==> src/nts_engine_pkg.sv <==
// NTS engine shared definitions
// API request and response structs, event strobes, address map and the
// identity words of the engine and debug blocks

package nts_engine_pkg;

  //--------------------------------------------------------------------------
  // Basic API types
  //--------------------------------------------------------------------------

  typedef logic [31:0] api_word_t;  // API data word
  typedef logic [7:0]  api_addr_t;  // Address inside one block

  // One request on the external API, qualified by chip select
  typedef struct packed {
    logic        we;     // Write flag
    logic [11:0] addr;   // Block select in 11:8, internal address in 7:0
    api_word_t   wdata;
  } api_req_t;

  // Registered read response
  typedef struct packed {
    logic      valid;
    api_word_t data;
  } api_rsp_t;

  // Single-cycle event strobes from parser, crypto and TX buffer
  typedef struct packed {
    logic nts_processed;
    logic nts_bad_cookie;
    logic nts_bad_auth;
    logic nts_bad_keyid;
    logic error_crypto;
    logic error_txbuf;
  } stat_events_t;

  //--------------------------------------------------------------------------
  // Block selectors, address bits 11:8
  //--------------------------------------------------------------------------

  localparam logic [3:0] BLK_ENGINE = 4'd0;
  localparam logic [3:0] BLK_DEBUG  = 4'd1;

  // Engine block
  localparam api_addr_t ADDR_NAME0   = 8'h00;
  localparam api_addr_t ADDR_NAME1   = 8'h01;
  localparam api_addr_t ADDR_VERSION = 8'h02;
  localparam api_addr_t ADDR_CTRL    = 8'h08;

  localparam api_word_t CORE_NAME0   = 32'h4e_54_53_5f;  // "NTS_"
  localparam api_word_t CORE_NAME1   = 32'h45_4e_47_4e;  // "ENGN"
  localparam api_word_t CORE_VERSION = 32'h30_2e_30_32;  // "0.02"
  localparam api_word_t CTRL_VALUE   = 32'h0000_0001;

  // Debug block, counter base reads upper word and base+1 the lower word
  localparam api_addr_t ADDR_DEBUG_NTS_PROCESSED  = 8'h00;
  localparam api_addr_t ADDR_DEBUG_NTS_BAD_COOKIE = 8'h02;
  localparam api_addr_t ADDR_DEBUG_NTS_BAD_AUTH   = 8'h04;
  localparam api_addr_t ADDR_DEBUG_NTS_BAD_KEYID  = 8'h06;
  localparam api_addr_t ADDR_DEBUG_NAME           = 8'h08;
  localparam api_addr_t ADDR_DEBUG_SYSTICK32      = 8'h09;
  localparam api_addr_t ADDR_DEBUG_ERROR_CRYPTO   = 8'h20;
  localparam api_addr_t ADDR_DEBUG_ERROR_TXBUF    = 8'h22;

  localparam api_word_t DEBUG_NAME    = 32'h44_42_55_47;  // "DBUG"
  localparam api_word_t SYSTICK_RESET = 32'h0000_0001;

endpackage

==> src/nts_api_decode.sv <==
// API decoder of the NTS engine
// Splits the 12-bit address into block and internal address, serves the
// engine identity words and registers the read response one cycle later

`timescale 1ns/1ps

module nts_api_decode
  import nts_engine_pkg::*;
(
  input  logic      i_clk,
  input  logic      i_areset,
  input  logic      i_api_cs,
  input  api_req_t  i_api_req,
  output logic      o_debug_rd_en,
  output api_addr_t o_debug_addr,
  input  api_word_t i_debug_rd_data,
  output api_rsp_t  o_api_rsp
);

  logic [3:0] blk;
  api_addr_t  addr;
  logic       api_rd;
  api_word_t  engine_word;
  api_word_t  rd_word;
  logic       rsp_valid_reg;
  api_word_t  rsp_data_reg;

  //--------------------------------------------------------------------------
  // Address split and block select
  //--------------------------------------------------------------------------

  assign blk    = i_api_req.addr[11:8];
  assign addr   = i_api_req.addr[7:0];
  assign api_rd = i_api_cs & ~i_api_req.we;  // Writes are dropped here

  assign o_debug_rd_en = api_rd && (blk == BLK_DEBUG);
  assign o_debug_addr  = addr;

  // Engine identity block
  always_comb
  begin
    case (addr)
      ADDR_NAME0:   engine_word = CORE_NAME0;
      ADDR_NAME1:   engine_word = CORE_NAME1;
      ADDR_VERSION: engine_word = CORE_VERSION;
      ADDR_CTRL:    engine_word = CTRL_VALUE;
      default:      engine_word = '0;
    endcase
  end

  // Clock, cookie, keymem and parser blocks are not present and read zero
  always_comb
  begin
    case (blk)
      BLK_ENGINE: rd_word = engine_word;
      BLK_DEBUG:  rd_word = i_debug_rd_data;
      default:    rd_word = '0;
    endcase
  end

  //--------------------------------------------------------------------------
  // Registered response
  //--------------------------------------------------------------------------

  always_ff @(posedge i_clk or posedge i_areset)
  begin
    if (i_areset)
      rsp_valid_reg <= 1'b0;
    else
      rsp_valid_reg <= api_rd;  // One cycle per read, no back-pressure
  end

  always_ff @(posedge i_clk)
  begin
    if (api_rd)
      rsp_data_reg <= rd_word;
  end

  assign o_api_rsp.valid = rsp_valid_reg;
  assign o_api_rsp.data  = rsp_data_reg;

endmodule

==> src/nts_debug_regs.sv <==
// Debug register block of the NTS engine
// Six event counters with coherent upper/lower reads, a free-running
// system tick and the debug name word, read through the internal address

`timescale 1ns/1ps

module nts_debug_regs
  import nts_engine_pkg::*;
#(
  parameter int CNT_WIDTH = 64
)
(
  input  logic         i_clk,
  input  logic         i_areset,
  input  stat_events_t i_events,
  input  logic         i_rd_en,    // Debug block read this cycle
  input  api_addr_t    i_addr,
  output api_word_t    o_rd_data
);

  localparam int NUM_CNT = 6;

  // Base address of each counter, same order as the inc vector
  localparam api_addr_t CNT_BASE [NUM_CNT] = '{
    ADDR_DEBUG_NTS_PROCESSED,
    ADDR_DEBUG_NTS_BAD_COOKIE,
    ADDR_DEBUG_NTS_BAD_AUTH,
    ADDR_DEBUG_NTS_BAD_KEYID,
    ADDR_DEBUG_ERROR_CRYPTO,
    ADDR_DEBUG_ERROR_TXBUF
  };

  logic [NUM_CNT-1:0] cnt_inc;
  logic [NUM_CNT-1:0] cnt_snap;
  api_word_t          cnt_upper [NUM_CNT];
  api_word_t          cnt_lower [NUM_CNT];
  api_word_t          systick_reg;
  api_word_t          rd_data;

  //--------------------------------------------------------------------------
  // Event counters
  //--------------------------------------------------------------------------

  assign cnt_inc[0] = i_events.nts_processed;
  assign cnt_inc[1] = i_events.nts_bad_cookie;
  assign cnt_inc[2] = i_events.nts_bad_auth;
  assign cnt_inc[3] = i_events.nts_bad_keyid;
  assign cnt_inc[4] = i_events.error_crypto;
  assign cnt_inc[5] = i_events.error_txbuf;

  for (genvar g = 0; g < NUM_CNT; g++)
  begin : g_cnt
    nts_event_counter #(
      .CNT_WIDTH (CNT_WIDTH)
    ) u_cnt (
      .i_clk        (i_clk),
      .i_areset     (i_areset),
      .i_inc        (cnt_inc[g]),
      .i_snapshot   (cnt_snap[g]),
      .o_upper      (cnt_upper[g]),
      .o_lower_snap (cnt_lower[g])
    );
  end

  //--------------------------------------------------------------------------
  // System tick
  //--------------------------------------------------------------------------

  always_ff @(posedge i_clk or posedge i_areset)
  begin
    if (i_areset)
      systick_reg <= SYSTICK_RESET;  // Reads 1 as reset drops
    else
      systick_reg <= systick_reg + 32'd1;
  end

  //--------------------------------------------------------------------------
  // Read mux and snapshot strobes
  //--------------------------------------------------------------------------

  always_comb
  begin
    rd_data  = '0;  // Unmapped addresses
    cnt_snap = '0;

    case (i_addr)
      ADDR_DEBUG_NAME:      rd_data = DEBUG_NAME;
      ADDR_DEBUG_SYSTICK32: rd_data = systick_reg;
      default: ;
    endcase

    // Counter pairs, no overlap with the fixed words above
    for (int k = 0; k < NUM_CNT; k++)
    begin
      if (i_addr == CNT_BASE[k])
      begin
        rd_data     = cnt_upper[k];
        cnt_snap[k] = i_rd_en;  // Capture lower word on real reads only
      end
      else if (i_addr == (CNT_BASE[k] + 8'd1))
      begin
        rd_data = cnt_lower[k];
      end
    end
  end

  assign o_rd_data = rd_data;

endmodule

==> src/nts_engine_top.sv <==
// NTS engine statistics and register top level
// Joins the API decoder with the debug counter block

`timescale 1ns/1ps

module nts_engine_top
  import nts_engine_pkg::*;
(
  input  logic         i_clk,
  input  logic         i_areset,
  input  logic         i_api_cs,
  input  api_req_t     i_api_req,
  input  stat_events_t i_events,
  output api_rsp_t     o_api_rsp
);

  localparam int CNT_WIDTH = 64;  // Event counter width

  logic      debug_rd_en;
  api_addr_t debug_addr;
  api_word_t debug_rd_data;

  //--------------------------------------------------------------------------
  // API decode
  //--------------------------------------------------------------------------

  nts_api_decode u_api_decode (
    .i_clk           (i_clk),
    .i_areset        (i_areset),
    .i_api_cs        (i_api_cs),
    .i_api_req       (i_api_req),
    .o_debug_rd_en   (debug_rd_en),
    .o_debug_addr    (debug_addr),
    .i_debug_rd_data (debug_rd_data),
    .o_api_rsp       (o_api_rsp)
  );

  //--------------------------------------------------------------------------
  // Debug counters and tick
  //--------------------------------------------------------------------------

  nts_debug_regs #(
    .CNT_WIDTH (CNT_WIDTH)
  ) u_debug_regs (
    .i_clk     (i_clk),
    .i_areset  (i_areset),
    .i_events  (i_events),
    .i_rd_en   (debug_rd_en),
    .i_addr    (debug_addr),
    .o_rd_data (debug_rd_data)
  );

endmodule

==> src/nts_event_counter.sv <==
// Event counter for the debug block
// Wide counter bumped by a strobe, plus a register that captures the
// lower word when the upper word is read

`timescale 1ns/1ps

module nts_event_counter
  import nts_engine_pkg::*;
#(
  parameter int CNT_WIDTH = 64
)
(
  input  logic      i_clk,
  input  logic      i_areset,
  input  logic      i_inc,         // Event strobe
  input  logic      i_snapshot,    // Upper word being read
  output api_word_t o_upper,
  output api_word_t o_lower_snap
);

  logic [CNT_WIDTH-1:0] cnt_reg;
  api_word_t            snap_reg;

  // Counter and snapshot share the edge, so the snapshot sees the
  // pre-increment value
  always_ff @(posedge i_clk or posedge i_areset)
  begin
    if (i_areset)
    begin
      cnt_reg  <= '0;
      snap_reg <= '0;
    end
    else
    begin
      if (i_inc)
        cnt_reg <= cnt_reg + 1'b1;
      if (i_snapshot)
        snap_reg <= cnt_reg[31:0];  // Lower word before increment
    end
  end

  // Upper part zero-extended for widths below 64
  assign o_upper      = api_word_t'(cnt_reg[CNT_WIDTH-1:32]);
  assign o_lower_snap = snap_reg;

endmodule

==> config.mk <==
export PLATFORM = sky130hd
export DESIGN_NAME = nts_engine_top
export DESIGN_NICKNAME = d
export VERILOG_FILES = /design/src/nts_engine_pkg.sv /design/src/nts_api_decode.sv /design/src/nts_debug_regs.sv /design/src/nts_engine_top.sv /design/src/nts_event_counter.sv
export SDC_FILE = /design/constraint.sdc
export NUM_CORES = 2
export LEC_CHECK = 0
export BUFFER_PORTS_ARGS = -buffer_cell sky130_fd_sc_hd__buf_4
export CAP_MARGIN = 20
export CORE_ASPECT_RATIO = 0.8
export CORE_MARGIN = 5
export CORE_UTILIZATION = 40
export CTS_CLUSTER_SIZE = 14
export DETAILED_ROUTE_END_ITERATION = 7
export MAX_ROUTING_LAYER = met4
export PLACE_DENSITY_LB_ADDON = 0.12
export SKIP_LAST_GASP = 1
export SYNTH_ARGS = -nofsm -noshare
export SYNTH_HDL_FRONTEND = slang
export SYNTH_SLANG_ARGS = --single-unit
==> constraint.sdc <==
create_clock -name i_clk -period 34.8 [get_ports i_clk]
set_clock_uncertainty 0.1 [all_clocks]
set_input_delay 6.96 -clock i_clk [delete_from_list [all_inputs] [get_ports i_clk]]
set_output_delay 6.96 -clock i_clk [all_outputs]
set_load 0.02 [all_outputs]
==> impl_metrics.toml <==
[status]
status = "finished clean"

[power_and_ir_drop]
power_density_mw_per_mm2 = 47.6
switching_share = 0.251
p_int_w = 0.00124
p_clk_frac = 0.447
power_leakage_nw = 15.2
p_seq_frac = 0.490
ir_drop_v = 0.0000357
power_frac_comb = 0.063
switchingPower_w = 0.000415

[clocking]
cts_made_buffers = 70
clk_pin_slew_ns = 0.06
clock_sinks = 641
clock_path_buffers = 3
cts_max_level = 3
cts_setup_buffers = 0
cts_tree = "done"
cts_resized = 0
hold_buffers = 0
cts_root_buf = "clkbuf_16"
clock_latency_ns = 0.64

[worst_setup_path]
required_ns = 35.11
cp-start-kind = "input pin"
crit_end = "u_api_decode.rsp_data_reg[30]"
path_class = "in -> reg"
reg2regPathDepth = 6
r2r-end = "u_debug_regs.g_cnt[2].u_cnt.cnt_reg[53]"
r2r_setup_slack_ns = 31.66
rr_startpoint = "u_debug_regs.g_cnt[2].u_cnt.cnt_reg[32]"
cp_max_fo = 18
setup.worst_path.end_class = "register"
arrival_ns = 10.64
critical_path.startpoint = "i_api_req[37]"

[routing]
wl_microns = 103000
drt_iter0_markers = 2600
vias = 23500
drtPass1Iterations = 6
drc = 0
antenna_left = 0
routed_via_density = 5.95
avgRoutedWirePerCell_microns = 26.2

[synthesis]
synth_cell_types = 72
synthTopCellsByCount = "608 x dfrtp_1, 297 x xnor2_1, 227 x nand2_1"
synthesis.area_sq_mm = 0.0308
seq_area_frac_synth = 0.525
synth_area_leaders = "dfrtp_1 49%, xnor2_1 8.4%, mux2_2 7.9%, xor2_1 3.2%, edfxtp_1 3.1%"
synth_most_common_cell = "dfrtp_1"
synth_flop_cell = "dfrtp_1"
synth_edf_count = 32
synth_nets = 2893
synth_area_leader_cell = "dfrtp_1"
yosys_warnings = 0
yosysTopAreaCellShare = 0.493
synth_seq_cells = 641
ys_async_sr_fraction = 0.950
synth.avg_cell_area_sq_um = 10.9
syn_inst = 2832

[global_route]
grt_usage = 0.252
grt_pass1_vias = 22300
grt-ovfl-total = 0
grt_max_degree = 164
grt_first_pass_wirelength_microns = 153000
antenna_found_initial = 8

[floorplan]
fp.dieW_microns = 320
core.rowCount = 91
dieArea_sq_mm = 0.0828
fp.dieH_microns = 258
coreArea_sq_mm = 0.0767
pin_count = 87
start_util = 0.402

[cells_and_area]
utilization = 0.452
layout.cells.non_filler = 3952
regArea_sq_mm = 0.0162
largest_register_ffs = 384
final_nets = 2931
multiInputGateArea_sq_mm = 0.0140
drive_gt1_frac = 0.156
fill_cells = 7127
area_delta_synth_final_pct = 12.5

[timing]
finalSetupViolCount = 0
period_share = 0.297
rsz0062_at_grt = "no"
finalSetupTns_ns = 0
relSlewSlack = 0.161
min_period_ns = 10.34
hold_violations = 0
worst-slew-pin-transition_ns = 1.25
max_freq_ghz = 0.0968
slew_viol_final = 0

[placed_design]
dp_hpwl_microns = 75700
gp_congestion = 0.973
port_buffers = 54
dpl.cell_count = 3819

[worst_hold_path]
hp-class = "reg -> reg"
worstHoldStart = "u_debug_regs.systick_reg[0]"

[job]
cap_violations = 0
critical path, cell delays in order:
cell	delay (ns)
buf_4	0.18
or4_1	0.92
nor2_1	0.98
o311ai_0	0.30
a311oi_1	0.70
a311oi_1	0.21
o211ai_1	0.38
logic make-up (layout without fill, tap and decap cells):
| family | count (synthesis) | in the layout | synth area share |
|---|---|---|---|
| fa+ha+maj | 7 | 7 | 0.00284 |
| mux | 256 | 256 | 0.0951 |
| other cells | 0 | 8 | 0 |
| xor+xnor | 408 | 408 | 0.116 |
| flops | 641 | 641 | 0.525 |
| simple gates | 958 | 958 | 0.157 |
| compound gates | 389 | 389 | 0.0827 |
| buf+inv | 173 | 262 | 0.0213 |
routing by layer:
layer / track usage / wire (microns) / part of all wire / vias up
met5: - / 0 / 0 / -
met2: 0.335 / 41900 / 0.41 / 965
met3: 0.0629 / 9530 / 0.092 / 173
li1: - / - / - / 10200
met4: 0.0590 / 2710 / 0.026 / 0
met1: 0.386 / 49300 / 0.48 / 12100
power groups by stage:
stage | registers, W | clock network [W] | logic, W
after floorplan | 0.000816 | 0 | 0.0000670
after CTS | 0.000809 | 0.000755 | 0.000104
after global placement | 0.000821 | 0 | 0.0000993
after detailed placement | 0.000822 | 0 | 0.000103
final | 0.000809 | 0.000738 | 0.000103
after global routing | 0.000813 | 0.000787 | 0.000114
layout make-up:
class	instances	share of cell area
multi-input combinational	2018	0.404
timing repair buffer	92	0.0212
antenna	8	0.000577
clock buffer	101	0.0582
tap	1023	0.0369
inverter	47	0.00530
sequential	641	0.467
clock inverter	22	0.00671
metrics by stage:
stage          hold slack [ns]  total power (W)  setup slack [ns]  cell area, sq um
2_1_floorplan            0.341         0.000883             10.69             30800
4_1_cts                  0.374          0.00167             24.26             34700
6_report                 0.374          0.00165             24.46             34700
3_3_place_gp             0.352         0.000920             23.66             32400
5_1_grt                  0.388          0.00171             23.71             34700
3_5_place_dp             0.363         0.000925             23.56             32400
placed cells by master (no fill, tap or decap), types with 17 or more instances in the layout:
cell	instances
and4_1	41
o22ai_1	36
inv_1	44
nor4_1	20
xor2_1	111
buf_4	86
xnor2_1	297
nor3_1	62
a21oi_1	84
dfrtp_1	608
and3_1	67
o21ai_0	102
clkbuf_16	71
mux2i_1	31
nand4_1	106
mux2_2	217
clkbuf_1	17
and2_1	22
edfxtp_1	32
nand2_1	227
nor2_1	168
nand3_1	175
worst min-delay path by stage:
stage | endpoint | slack, ns | cells after the start
floorplan | u_debug_regs.systick_reg[0] | 0.34 | 1
global placement | u_debug_regs.systick_reg[0] | 0.35 | 1
detailed placement | u_debug_regs.systick_reg[0] | 0.36 | 1
CTS | u_debug_regs.systick_reg[0] | 0.37 | 1
global route | u_debug_regs.g_cnt[2].u_cnt.cnt_reg[63] | 0.39 | 1
finish | u_debug_regs.systick_reg[0] | 0.37 | 1
Power figures use the tool's default switching activity.
